--- config.mk ---
export PLATFORM = sky130hd
export DESIGN_NAME = dram_traffic_top
export DESIGN_NICKNAME = d
export VERILOG_FILES = /design/src/design/dram_cfg_pkg.sv /design/src/design/dram_cmd_pkg.sv /design/src/design/sync_fifo.sv /design/src/design/dram_cmd_decoder.sv /design/src/design/dram_issue_unit.sv /design/src/design/dram_response_router.sv /design/src/design/dram_traffic_top.sv
export SDC_FILE = /design/constraint.sdc
export NUM_CORES = 2
export LEC_CHECK = 0
export BUFFER_PORTS_ARGS = -buffer_cell sky130_fd_sc_hd__buf_2
export CAP_MARGIN = 0
export CORE_UTILIZATION = 30
export DETAILED_ROUTE_END_ITERATION = 7
export PLACE_DENSITY = 0.59
export SETUP_SLACK_MARGIN = 0.05
export SLEW_MARGIN = 15
export SYNTH_ARGS = -nofsm -noshare
export SYNTH_HDL_FRONTEND = slang
export SYNTH_SLANG_ARGS = --single-unit
--- constraint.sdc ---
create_clock -name clk_dram_ctrl -period 24.3 [get_ports clk_dram_ctrl]
set_input_delay 2.43 -clock clk_dram_ctrl [delete_from_list [all_inputs] [get_ports clk_dram_ctrl]]
set_output_delay 2.43 -clock clk_dram_ctrl [all_outputs]
set_load 0.05 [all_outputs]
--- src/design/dram_cfg_pkg.sv ---
`default_nettype none

package dram_cfg_pkg;

    // memory geometry
    localparam int ADDR_W = 24;  // burst address {row,bank,col}
    localparam int DATA_W = 128; // one burst of the 4:1 controller

    localparam int COUNT_W = 16; // completion counter for the display

    // queue sizing defaults, overridden from the top level
    localparam int CMD_DEPTH_DEF = 8;
    localparam int TAG_DEPTH_DEF = 4; // max requests in flight

endpackage

`default_nettype wire

--- src/design/dram_cmd_pkg.sv ---
`default_nettype none

package dram_cmd_pkg;

    import dram_cfg_pkg::*;

    // which reader a read belongs to
    typedef enum logic {
        DEST_AUDIO = 1'b0,
        DEST_VIDEO = 1'b1
    } dest_e;

    typedef struct packed {
        logic [ADDR_W-1:0] addr;
        dest_e             dest;
    } read_req_t;

    // queued command, write or read
    typedef struct packed {
        logic              we;
        logic [ADDR_W-1:0] addr;
        logic [DATA_W-1:0] data; // don't care on reads
        dest_e             dest; // don't care on writes
    } mem_cmd_t;

    // kept per request until its ack
    typedef struct packed {
        logic  we;
        dest_e dest;
    } issue_tag_t;

    // pipelined memory port request
    typedef struct packed {
        logic              stb;
        logic              we;
        logic [ADDR_W-1:0] addr;
        logic [DATA_W-1:0] data;
    } mem_req_t;

endpackage

`default_nettype wire

--- src/design/sync_fifo.sv ---
`timescale 1ns/1ps
`default_nettype none

module sync_fifo #(
    parameter type T     = logic [7:0],
    parameter int  DEPTH = 4
) (
    input  wire  clk_dram_ctrl,
    input  wire  rst_dram_ctrl,
    input  wire  i_push,
    input  wire  T i_data,
    input  wire  i_pop,
    output T     o_data,
    output logic o_empty,
    output logic o_full
);

    localparam int PTR_W = (DEPTH > 1) ? $clog2(DEPTH) : 1;
    localparam int CNT_W = $clog2(DEPTH + 1);

    T                 mem [DEPTH];
    logic [PTR_W-1:0] wr_ptr;
    logic [PTR_W-1:0] rd_ptr;
    logic [CNT_W-1:0] count;
    logic             do_push;
    logic             do_pop;

    assign do_push = i_push & ~o_full; // push into a full fifo is lost
    assign do_pop  = i_pop & ~o_empty;

    assign o_empty = (count == '0);
    assign o_full  = (count == CNT_W'(DEPTH));
    assign o_data  = mem[rd_ptr]; // head always visible

    always_ff @(posedge clk_dram_ctrl) begin
        if (do_push) begin
            mem[wr_ptr] <= i_data;
        end
    end

    always_ff @(posedge clk_dram_ctrl) begin
        if (rst_dram_ctrl) begin
            wr_ptr <= '0;
            rd_ptr <= '0;
            count  <= '0;
        end else begin
            if (do_push) begin
                wr_ptr <= (wr_ptr == PTR_W'(DEPTH - 1)) ? '0 : wr_ptr + 1'b1;
            end
            if (do_pop) begin
                rd_ptr <= (rd_ptr == PTR_W'(DEPTH - 1)) ? '0 : rd_ptr + 1'b1;
            end
            case ({do_push, do_pop})
                2'b10:   count <= count + 1'b1;
                2'b01:   count <= count - 1'b1;
                default: count <= count; // both or neither
            endcase
        end
    end

endmodule

`default_nettype wire

--- src/design/dram_cmd_decoder.sv ---
`timescale 1ns/1ps
`default_nettype none

module dram_cmd_decoder #(
    parameter int CMD_DEPTH = dram_cfg_pkg::CMD_DEPTH_DEF
) (
    input  wire                              clk_dram_ctrl,
    input  wire                              rst_dram_ctrl,
    input  wire                              i_wr_valid,
    input  wire  [dram_cfg_pkg::DATA_W-1:0]  i_wr_data,
    input  wire                              i_wr_last,
    input  wire                              i_rd_valid,
    input  wire  dram_cmd_pkg::read_req_t    i_rd_req,
    input  wire                              i_pop,
    output dram_cmd_pkg::mem_cmd_t           o_cmd,
    output logic                             o_cmd_valid,
    output logic                             o_load_complete,
    output logic                             o_overflow
);

    import dram_cfg_pkg::*;
    import dram_cmd_pkg::*;

    logic [ADDR_W-1:0] wr_addr; // next burst address of the sample load
    logic              wr_keep;
    logic              rd_keep;
    logic              cmd_push;
    mem_cmd_t          cmd_new;
    logic              cmd_empty;
    logic              cmd_full;

    // loading phase takes writes only, afterwards reads only
    assign wr_keep  = i_wr_valid & ~o_load_complete;
    assign rd_keep  = i_rd_valid & o_load_complete;
    assign cmd_push = wr_keep | rd_keep;

    always_comb begin
        cmd_new = '0;
        if (wr_keep) begin
            cmd_new.we   = 1'b1;
            cmd_new.addr = wr_addr;
            cmd_new.data = i_wr_data;
            cmd_new.dest = DEST_AUDIO; // unused for writes
        end else begin
            cmd_new.we   = 1'b0;
            cmd_new.addr = i_rd_req.addr;
            cmd_new.dest = i_rd_req.dest;
        end
    end

    always_ff @(posedge clk_dram_ctrl) begin
        if (rst_dram_ctrl) begin
            wr_addr         <= '0;
            o_load_complete <= 1'b0;
            o_overflow      <= 1'b0;
        end else begin
            if (wr_keep) begin
                wr_addr <= wr_addr + 1'b1;
                if (i_wr_last) begin
                    o_load_complete <= 1'b1; // stays set until reset
                end
            end
            if (cmd_push && cmd_full) begin
                o_overflow <= 1'b1; // sticky
            end
        end
    end

    sync_fifo #(
        .T     (mem_cmd_t),
        .DEPTH (CMD_DEPTH)
    ) u_cmd_fifo (
        .clk_dram_ctrl (clk_dram_ctrl),
        .rst_dram_ctrl (rst_dram_ctrl),
        .i_push        (cmd_push),
        .i_data        (cmd_new),
        .i_pop         (i_pop),
        .o_data        (o_cmd),
        .o_empty       (cmd_empty),
        .o_full        (cmd_full)
    );

    assign o_cmd_valid = ~cmd_empty;

endmodule

`default_nettype wire

--- src/design/dram_issue_unit.sv ---
`timescale 1ns/1ps
`default_nettype none

module dram_issue_unit (
    input  wire                            clk_dram_ctrl,
    input  wire                            rst_dram_ctrl,
    input  wire  dram_cmd_pkg::mem_cmd_t   i_cmd,
    input  wire                            i_cmd_valid,
    input  wire                            i_tag_room,
    input  wire                            i_mem_stall,
    output logic                           o_pop,
    output dram_cmd_pkg::mem_req_t         o_mem,
    output logic                           o_issued,
    output dram_cmd_pkg::issue_tag_t       o_issued_tag
);

    import dram_cmd_pkg::*;

    mem_cmd_t slot;       // command held on the memory port
    logic     slot_valid;
    logic     accept;

    // fill only an empty slot, and only with a free tag entry
    assign o_pop  = i_cmd_valid & i_tag_room & ~slot_valid;
    assign accept = slot_valid & ~i_mem_stall;

    always_ff @(posedge clk_dram_ctrl) begin
        if (rst_dram_ctrl) begin
            slot_valid <= 1'b0;
        end else if (o_pop) begin
            slot_valid <= 1'b1;
        end else if (accept) begin
            slot_valid <= 1'b0;
        end
    end

    always_ff @(posedge clk_dram_ctrl) begin
        if (o_pop) begin
            slot <= i_cmd;
        end
    end

    // held unchanged while stalled
    assign o_mem.stb  = slot_valid;
    assign o_mem.we   = slot.we;
    assign o_mem.addr = slot.addr;
    assign o_mem.data = slot.data;

    assign o_issued          = accept;
    assign o_issued_tag.we   = slot.we;
    assign o_issued_tag.dest = slot.dest;

endmodule

`default_nettype wire

--- src/design/dram_response_router.sv ---
`timescale 1ns/1ps
`default_nettype none

module dram_response_router #(
    parameter int TAG_DEPTH = dram_cfg_pkg::TAG_DEPTH_DEF
) (
    input  wire                              clk_dram_ctrl,
    input  wire                              rst_dram_ctrl,
    input  wire                              i_issued,
    input  wire  dram_cmd_pkg::issue_tag_t   i_issued_tag,
    input  wire                              i_mem_ack,
    input  wire  [dram_cfg_pkg::DATA_W-1:0]  i_mem_rdata,
    output logic                             o_tag_room,
    output logic                             o_audio_valid,
    output logic [dram_cfg_pkg::DATA_W-1:0]  o_audio_data,
    output logic                             o_video_valid,
    output logic [dram_cfg_pkg::DATA_W-1:0]  o_video_data,
    output logic [dram_cfg_pkg::COUNT_W-1:0] o_complete_count
);

    import dram_cfg_pkg::*;
    import dram_cmd_pkg::*;

    issue_tag_t head_tag; // oldest request still waiting for its ack
    logic       tag_empty;
    logic       tag_full;
    logic       ack_hit;
    logic       to_audio;
    logic       to_video;

    sync_fifo #(
        .T     (issue_tag_t),
        .DEPTH (TAG_DEPTH)
    ) u_tag_fifo (
        .clk_dram_ctrl (clk_dram_ctrl),
        .rst_dram_ctrl (rst_dram_ctrl),
        .i_push        (i_issued),
        .i_data        (i_issued_tag),
        .i_pop         (i_mem_ack),
        .o_data        (head_tag),
        .o_empty       (tag_empty),
        .o_full        (tag_full)
    );

    assign o_tag_room = ~tag_full;

    // acks are in order, so the head tag owns this ack
    assign ack_hit  = i_mem_ack & ~tag_empty;
    assign to_audio = ack_hit & ~head_tag.we & (head_tag.dest == DEST_AUDIO);
    assign to_video = ack_hit & ~head_tag.we & (head_tag.dest == DEST_VIDEO);

    always_ff @(posedge clk_dram_ctrl) begin
        if (rst_dram_ctrl) begin
            o_audio_valid    <= 1'b0;
            o_video_valid    <= 1'b0;
            o_complete_count <= '0;
        end else begin
            o_audio_valid <= to_audio;
            o_video_valid <= to_video;
            if (i_mem_ack) begin
                o_complete_count <= o_complete_count + 1'b1; // wraps
            end
        end
    end

    always_ff @(posedge clk_dram_ctrl) begin
        if (to_audio) begin
            o_audio_data <= i_mem_rdata;
        end
        if (to_video) begin
            o_video_data <= i_mem_rdata;
        end
    end

endmodule

`default_nettype wire

--- src/design/dram_traffic_top.sv ---
`timescale 1ns/1ps
`default_nettype none

module dram_traffic_top #(
    parameter int CMD_DEPTH = dram_cfg_pkg::CMD_DEPTH_DEF,
    parameter int TAG_DEPTH = dram_cfg_pkg::TAG_DEPTH_DEF
) (
    input  wire                              clk_dram_ctrl,
    input  wire                              rst_dram_ctrl,

    // sample load
    input  wire                              i_wr_valid,
    input  wire  [dram_cfg_pkg::DATA_W-1:0]  i_wr_data,
    input  wire                              i_wr_last,

    // tagged read requests
    input  wire                              i_rd_valid,
    input  wire  dram_cmd_pkg::read_req_t    i_rd_req,

    output logic                             o_audio_valid,
    output logic [dram_cfg_pkg::DATA_W-1:0]  o_audio_data,
    output logic                             o_video_valid,
    output logic [dram_cfg_pkg::DATA_W-1:0]  o_video_data,

    output logic                             o_load_complete,
    output logic                             o_overflow,
    output logic [dram_cfg_pkg::COUNT_W-1:0] o_complete_count,

    // pipelined memory port
    output dram_cmd_pkg::mem_req_t           o_mem,
    input  wire                              i_mem_stall,
    input  wire                              i_mem_ack,
    input  wire  [dram_cfg_pkg::DATA_W-1:0]  i_mem_rdata
);

    import dram_cmd_pkg::*;

    mem_cmd_t   head_cmd;
    logic       head_valid;
    logic       cmd_pop;
    logic       issued;
    issue_tag_t issued_tag;
    logic       tag_room;

    dram_cmd_decoder #(
        .CMD_DEPTH (CMD_DEPTH)
    ) u_decoder (
        .clk_dram_ctrl   (clk_dram_ctrl),
        .rst_dram_ctrl   (rst_dram_ctrl),
        .i_wr_valid      (i_wr_valid),
        .i_wr_data       (i_wr_data),
        .i_wr_last       (i_wr_last),
        .i_rd_valid      (i_rd_valid),
        .i_rd_req        (i_rd_req),
        .i_pop           (cmd_pop),
        .o_cmd           (head_cmd),
        .o_cmd_valid     (head_valid),
        .o_load_complete (o_load_complete),
        .o_overflow      (o_overflow)
    );

    dram_issue_unit u_issue (
        .clk_dram_ctrl (clk_dram_ctrl),
        .rst_dram_ctrl (rst_dram_ctrl),
        .i_cmd         (head_cmd),
        .i_cmd_valid   (head_valid),
        .i_tag_room    (tag_room),
        .i_mem_stall   (i_mem_stall),
        .o_pop         (cmd_pop),
        .o_mem         (o_mem),
        .o_issued      (issued),
        .o_issued_tag  (issued_tag)
    );

    dram_response_router #(
        .TAG_DEPTH (TAG_DEPTH)
    ) u_router (
        .clk_dram_ctrl    (clk_dram_ctrl),
        .rst_dram_ctrl    (rst_dram_ctrl),
        .i_issued         (issued),
        .i_issued_tag     (issued_tag),
        .i_mem_ack        (i_mem_ack),
        .i_mem_rdata      (i_mem_rdata),
        .o_tag_room       (tag_room),
        .o_audio_valid    (o_audio_valid),
        .o_audio_data     (o_audio_data),
        .o_video_valid    (o_video_valid),
        .o_video_data     (o_video_data),
        .o_complete_count (o_complete_count)
    );

endmodule

`default_nettype wire

Word level (Yosys, flattened, before mapping)
Memory sizes are Yosys's and may differ from the RTL's. A register that Yosys moved wholly into a read port is not among the register bits.
Index checks and enable logic that the tools add are counted.

cells by class
  bitwise operators = 22
  reduce and logical (&&, ||, !) cells = 7
  $add $sub $neg = 10
  multiplexer cells = 17
  equal/unequal tests = 10

operators with widths
  cell                                                                 count
  128-bit two-way mux                                                  1
  25-bit two-way mux                                                   1
  24-bit by 1-bit adder with 24-bit output (second input constant)     1
  16-bit by 1-bit adder with 16-bit output (second input constant)     1
  1-bit bitwise AND                                                    12
  3-bit by 1-bit adder with 3-bit output (second input constant)       3
  3-bit == test (second input constant)                                3
  1-bit inverter                                                       9
  2-bit == test (second input constant)                                4
  2-bit two-way mux                                                    4
  4-bit case mux with 2 select lines                                   1
  1-bit two-way mux                                                    7
  3-bit two-way mux                                                    2
  3-bit case mux with 2 select lines                                   1
  2-bit nonzero test                                                   3
  2-bit by 1-bit adder with 2-bit output (second input constant)       2
  4-bit by 1-bit adder with 4-bit output (second input constant)       1
  2-bit by 1-bit == test with 1-bit output (second input constant)     2
  4-bit == test (second input constant)                                1
  4-bit zero test                                                      1
  4-bit by 1-bit subtractor with 4-bit output (second input constant)  1
  3-bit zero test                                                      1
  3-bit by 1-bit subtractor with 3-bit output (second input constant)  1
  2-bit AND reduction                                                  1
  2 further kinds                                                      2

word-level totals
  memory bits (writable) = 1240
  output and inout port bits = 430
  memories = 2
  bits in registers = 318
  word-level logic and storage cells = 83
  input bits = 288

memories
  name                      depth  bits a word  rd ports  clocked after Yosys merged registers in  wr ports  RTL line         source
  u_decoder.u_cmd_fifo.mem  8      154          1         1                                        1         sync_fifo.sv:21  T mem [DEPTH];
  u_router.u_tag_fifo.mem   4      2            1         1                                        1         sync_fifo.sv:21

Longest topological paths before layout
  depth in word-level cells = 7
  depth in mapped cells = 10
  depth with buffers taken out = 10

By module
A second synthesis with hierarchy kept.

second synthesis, totals
  cell total of the unflattened synthesis = 2735
  area, all modules = 63255.7 um2

modules (own cells, without submodules)
  module                             times used  sequential area each (um2)  cells each  area an instance (um2)
  sync_fifo at u_decoder.u_cmd_fifo  1           37255.7                     1859        46851.2
  dram_response_router               1           8047.7                      350         8572.0
  dram_issue_unit                    1           4644.5                      162         4702.0
  dram_cmd_decoder                   1           520.5                       302         2336.0
  sync_fifo at u_router.u_tag_fifo   1           420.4                       62          794.5

Least setup slack after synthesis
No wires, ideal clock.

  kind = in2reg
  from = in i_wr_valid
  to = mem u_decoder.u_cmd_fifo.mem[0][0] (netlist bit) (enable)
  stages on the path = 4
  data arrival time = 17434 ps
  path slack = 5822 ps
  required time = 23256 ps
  setup time = 1044 ps
  buffers on the path = 0
  path through = nand2b_1 -> a22oi_1 -> inv_2 -> nor4_1

on the way
  longest elaborated chain between the ends = 5

ends and longest elaborated chain
  element                                  RTL line                source
  start: declaration                       dram_traffic_top.sv:12  input wire i_wr_valid,
  1-bit bitwise AND                        dram_cmd_decoder.sv:33  assign wr_keep = i_wr_valid & ~o_load_complete;
  1-bit bitwise OR                         dram_cmd_decoder.sv:35  assign cmd_push = wr_keep | rd_keep;
  1-bit bitwise AND                        sync_fifo.sv:28         assign do_push = i_push & ~o_full;
  1-bit two-way mux                        sync_fifo.sv:36         if (do_push) begin
  1-bit two-way mux (not written as such)  sync_fifo.sv:37         mem[wr_ptr] <= i_data;
  end: declaration                         sync_fifo.sv:21

No other way between the ends.

Worst setup path in the final report
  from = in i_wr_valid
  to = mem u_decoder.u_cmd_fifo.mem[4][61] (netlist bit) (enable)

The elaborated chain is that of the path after synthesis.

==> qor.json <==
{
  "grt_first_pass_wirelength_um": 234000,
  "final.fill_count": 19200,
  "startpoint_type": "input pin",
  "cts-htree-levels": 4,
  "tritoncts": "yes",
  "route.final.wire_length_um": 171000,
  "crit_family": "buffers and inverters",
  "floorplan.initialDensity_pct": 30.3,
  "post_synthesis_cell_area_um2": 62800,
  "postCtsHoldBufs": 0,
  "critical_path.n_buffers_inverters": 5,
  "p_leak_nw": 25.1,
  "power_switching_share_pct": 31.7,
  "routed_wire_length_per_instance_um": 26.1,
  "place.port_buffers": 717,
  "yosys_register_bits": 1714,
  "finalWorstSetupSlack_ns": 18.65,
  "p_per_area_nw_per_um2": 114,
  "timing_worst_setup_path_type": "input pin to flip-flop",
  "proportion_of_synthesized_chip_area_in_sequential_cells_pct": 80.9,
  "worstSkewPairLatency_ns": 0.82,
  "crit_path_cells": "buf_2 -> nand2b_1 -> buf_4 -> a22oi_1 -> inv_2 -> nor3_2 -> buf_4 -> buf_12",
  "timing.final.setup_violations": 0,
  "post_synth_main_area_contributors": "sky130_fd_sc_hd__edfxtp_1 (79%), sky130_fd_sc_hd__mux4_2 (11%), sky130_fd_sc_hd__mux2_2 (2.8%)",
  "cpMaxStageDelayCell": "sky130_fd_sc_hd__nor3_2",
  "synthFlopType": "sky130_fd_sc_hd__edfxtp_1",
  "grt_pass1_vias": 30700,
  "max-vdd-ir-drop_mv": 0.109,
  "post_drt_via_cell_ratio": 4.65,
  "syn_area_per_cell_um2": 22.7,
  "routability_congestion_estimate_from_global_placement": 0.851,
  "cellInternalPower_mw": 5.88,
  "full_die_area_um2": 211000,
  "pwr-share-seq_pct": 44.8,
  "fmax_mhz": 177,
  "drtPass1Iterations": 5,
  "post_route_cells_drive_above_1_share_pct": 40.2,
  "worst_setup_hold_path_clk_slew_ns": 0.05,
  "place_worst_setup_slack_ns": 17.72,
  "placeableCoreArea_um2": 208000,
  "fin_crit_sh_pct": 23.2,
  "worst_slew_margin_relative_to_its_limit_pct": 23.8,
  "clk_path_buf_depth": 3,
  "finalClockSkew_ns": 0.0190,
  "die_w_um": 460,
  "grt_start_max_net_pins": 149,
  "max_cap_violations": 0,
  "floorplan.die.height_um": 460,
  "worstPathMaxFanout": 94,
  "synth.largest_area_cell": "sky130_fd_sc_hd__edfxtp_1",
  "yosysWarningCount": 0,
  "critPathCaptureType": "flip-flop",
  "final_antenna_net_count": 0,
  "cts_buffers": 181,
  "power.switching_mw": 2.72,
  "ioPinCount": 718,
  "final_net_count": 3903,
  "finalWorstPathRequiredPeriod_ns": 5.65,
  "track_usage_pct": 15.8,
  "timing.setup.tns_ns": 0,
  "arrival_ns": 6.08,
  "grt_setup_unrepaired": "no",
  "setup_bufs_post_cts": 0,
  "async_reset_ff_share_pct": 0,
  "synthesis.nets": 3077,
  "timing.critical_path.mode_cell": "sky130_fd_sc_hd__buf_4",
  "power_frac_clock_pct": 31.2,
  "drv_slew": 0,
  "combinationalPowerShare_pct": 24.0,
  "synth-edff-count": 1650,
  "drt-initial-drc-count": 2558,
  "finalHoldViolCount": 0,
  "drcViolationCount": 0,
  "hold_class": "flip-flop to flip-flop",
  "cts.repair.resized": 0,
  "ctsRootBufferMaster": "sky130_fd_sc_hd__clkbuf_16",
  "area_growth_pct": 20.5,
  "core_occupancy_in_the_finished_layout_pct": 36.5,
  "netlist-cell-type-count": 48,
  "worst_path_largest_cell_delay_ns": 0.89,
  "run_status": "completed",
  "cts.sinks": 1714,
  "required_ns": 24.73,
  "route.vias.total": 30400,
  "detailed_place_hpwl_um": 106000,
  "grt_overflow_total": 0,
  "antenna_found_initial": 72,
  "row_count": 167,
  "worst_slew_pin_slew_ns": 1.14,
  "post-synth-top-area-fraction_pct": 78.8,
  "syn_inst": 2772
}
==> synth_stat cells, types with 2 or more instances <==
cell / instances
sky130_fd_sc_hd__and4_1: 2
sky130_fd_sc_hd__ha_1: 15
sky130_fd_sc_hd__nor3b_1: 2
sky130_fd_sc_hd__dfxtp_1: 64
sky130_fd_sc_hd__nor2_1: 49
sky130_fd_sc_hd__mux4_2: 310
sky130_fd_sc_hd__nor3_1: 14
sky130_fd_sc_hd__inv_1: 15
sky130_fd_sc_hd__buf_2: 37
sky130_fd_sc_hd__and3_1: 4
sky130_fd_sc_hd__xor2_1: 13
sky130_fd_sc_hd__o21ai_1: 4
sky130_fd_sc_hd__or3_1: 10
sky130_fd_sc_hd__or4_1: 6
sky130_fd_sc_hd__mux2_2: 154
sky130_fd_sc_hd__nor4_1: 7
sky130_fd_sc_hd__nand3b_1: 2
sky130_fd_sc_hd__nand4_1: 10
sky130_fd_sc_hd__buf_1: 21
sky130_fd_sc_hd__nand3_1: 11
sky130_fd_sc_hd__o31ai_1: 7
sky130_fd_sc_hd__inv_2: 2
sky130_fd_sc_hd__mux2i_1: 6
sky130_fd_sc_hd__fa_1: 2
sky130_fd_sc_hd__nand2b_1: 5
sky130_fd_sc_hd__o21ai_0: 7
sky130_fd_sc_hd__clkbuf_1: 57
sky130_fd_sc_hd__edfxtp_1: 1650
sky130_fd_sc_hd__and2_1: 134
sky130_fd_sc_hd__buf_4: 2
sky130_fd_sc_hd__a21oi_1: 30
sky130_fd_sc_hd__nand2_1: 91
sky130_fd_sc_hd__xnor2_1: 14
==> worst reg2reg max path, delay by kind of cell, from the launching register on <==
family / cells / cell delay [ns]
AO/OA/AOI/OAI: 1 / 0.45
buffers and inverters: 4 / 1.85
flip-flops: 1 / 0.39
AND/OR/NAND/NOR: 2 / 1.06
==> path summary, 6_finish.rpt <==
kind	startpoint	endpoint	slack, ns	depth (start not counted)
max	i_wr_valid	u_decoder.u_cmd_fifo.mem[4][61]	18.65	8
min	u_decoder.wr_addr[23]	u_decoder.wr_addr[23]	0.48	2
max reg2reg	u_decoder.o_load_complete	u_decoder.u_cmd_fifo.mem[4][61]	19.95	7
min reg2reg	u_decoder.wr_addr[23]	u_decoder.wr_addr[23]	0.48	2
==> state kept, by name (all words and copies together), names as in the netlist, 4 cells and up, named ones only <==
| register | cells |
|---|---|
| u_decoder.u_cmd_fifo.mem | 1232 |
| u_router.o_complete_count | 16 |
| u_router.o_video_data | 128 |
| u_router.o_audio_data | 128 |
| u_decoder.wr_addr | 24 |
| u_issue.o_mem | 152 |
| u_router.u_tag_fifo.mem | 8 |
| u_decoder.u_cmd_fifo.count | 4 |
==> per-layer routing <==
metal	GRT usage, %	vias up	wire, um
li1	-	13000	-
met1	20.1	16000	69900
met2	26.3	1105	83500
met3	3.54	273	11000
met4	6.04	34	6160
met5	0	-	210
==> area by class of cell <==
cell class,instances,area [um2],area share (%)
clock buffer,229,4830,6.37
tap,2788,3490,4.61
antenna,16,40.0,0.0529
timing repair buffer,761,3980,5.26
clock inverter,104,951,1.26
inverter,17,68.8,0.0909
multi-input combinational,923,11500,15.2
sequential,1714,50800,67.2
==> through the flow <==
step / power [mW] / instance area [um2] / hold WS [ns] / std cells
2_1_floorplan: 5.46 / 62800 / 0.452 / 2772
3_3_place_gp: 6.04 / 69900 / 0.457 / 6203
3_5_place_dp: 6.05 / 69900 / 0.480 / 6203
4_1_cts: 8.75 / 75700 / 0.489 / 6536
5_1_grt: 8.94 / 75700 / 0.512 / 6540
6_report: 8.61 / 75700 / 0.484 / 6552
==> layout by cell type, fill, tap and decap left out, types with 8 or more instances in the layout <==
cell and count:
sky130_fd_sc_hd__clkinv_2 29, sky130_fd_sc_hd__nand2_1 91, sky130_fd_sc_hd__buf_2 717, sky130_fd_sc_hd__edfxtp_1 1650, sky130_fd_sc_hd__a21oi_1 30, sky130_fd_sc_hd__nand3_1 11
sky130_fd_sc_hd__bufinv_16 9, sky130_fd_sc_hd__xor2_1 13, sky130_fd_sc_hd__xnor2_1 14, sky130_fd_sc_hd__and2_1 134, sky130_fd_sc_hd__nor3_1 8, sky130_fd_sc_hd__clkbuf_16 186
sky130_fd_sc_hd__diode_2 16, sky130_fd_sc_hd__clkinv_1 33, sky130_fd_sc_hd__mux2_2 154, sky130_fd_sc_hd__or3_1 10, sky130_fd_sc_hd__dfxtp_1 61, sky130_fd_sc_hd__nand4_1 10
sky130_fd_sc_hd__ha_1 15, sky130_fd_sc_hd__buf_4 39, sky130_fd_sc_hd__inv_1 15, sky130_fd_sc_hd__mux4_2 310, sky130_fd_sc_hd__clkbuf_1 42, sky130_fd_sc_hd__clkinvlp_4 9
sky130_fd_sc_hd__nor2_1 46
==> logic make-up after synthesis <==
kind of cell / after synthesis / share of synthesized area, %
mux: 470 / 14.0
simple gates: 357 / 3.05
buf+inv: 135 / 0.904
xor+xnor: 27 / 0.376
compound gates: 52 / 0.460
fa+ha+maj: 17 / 0.362
flops: 1714 / 80.9
==> power groups by stage <==
| stage | registers, mW | logic [mW] | clock network, mW |
|---|---|---|---|
| 2_1_floorplan | 4.50 | 0.959 | 0 |
| 3_3_place_gp | 3.93 | 2.11 | 0 |
| 4_1_cts | 3.87 | 2.12 | 2.75 |
| 3_5_place_dp | 3.93 | 2.12 | 0 |
| 6_report | 3.86 | 2.06 | 2.68 |
| 5_1_grt | 3.89 | 2.19 | 2.86 |
Power figures use the tool's default switching activity.
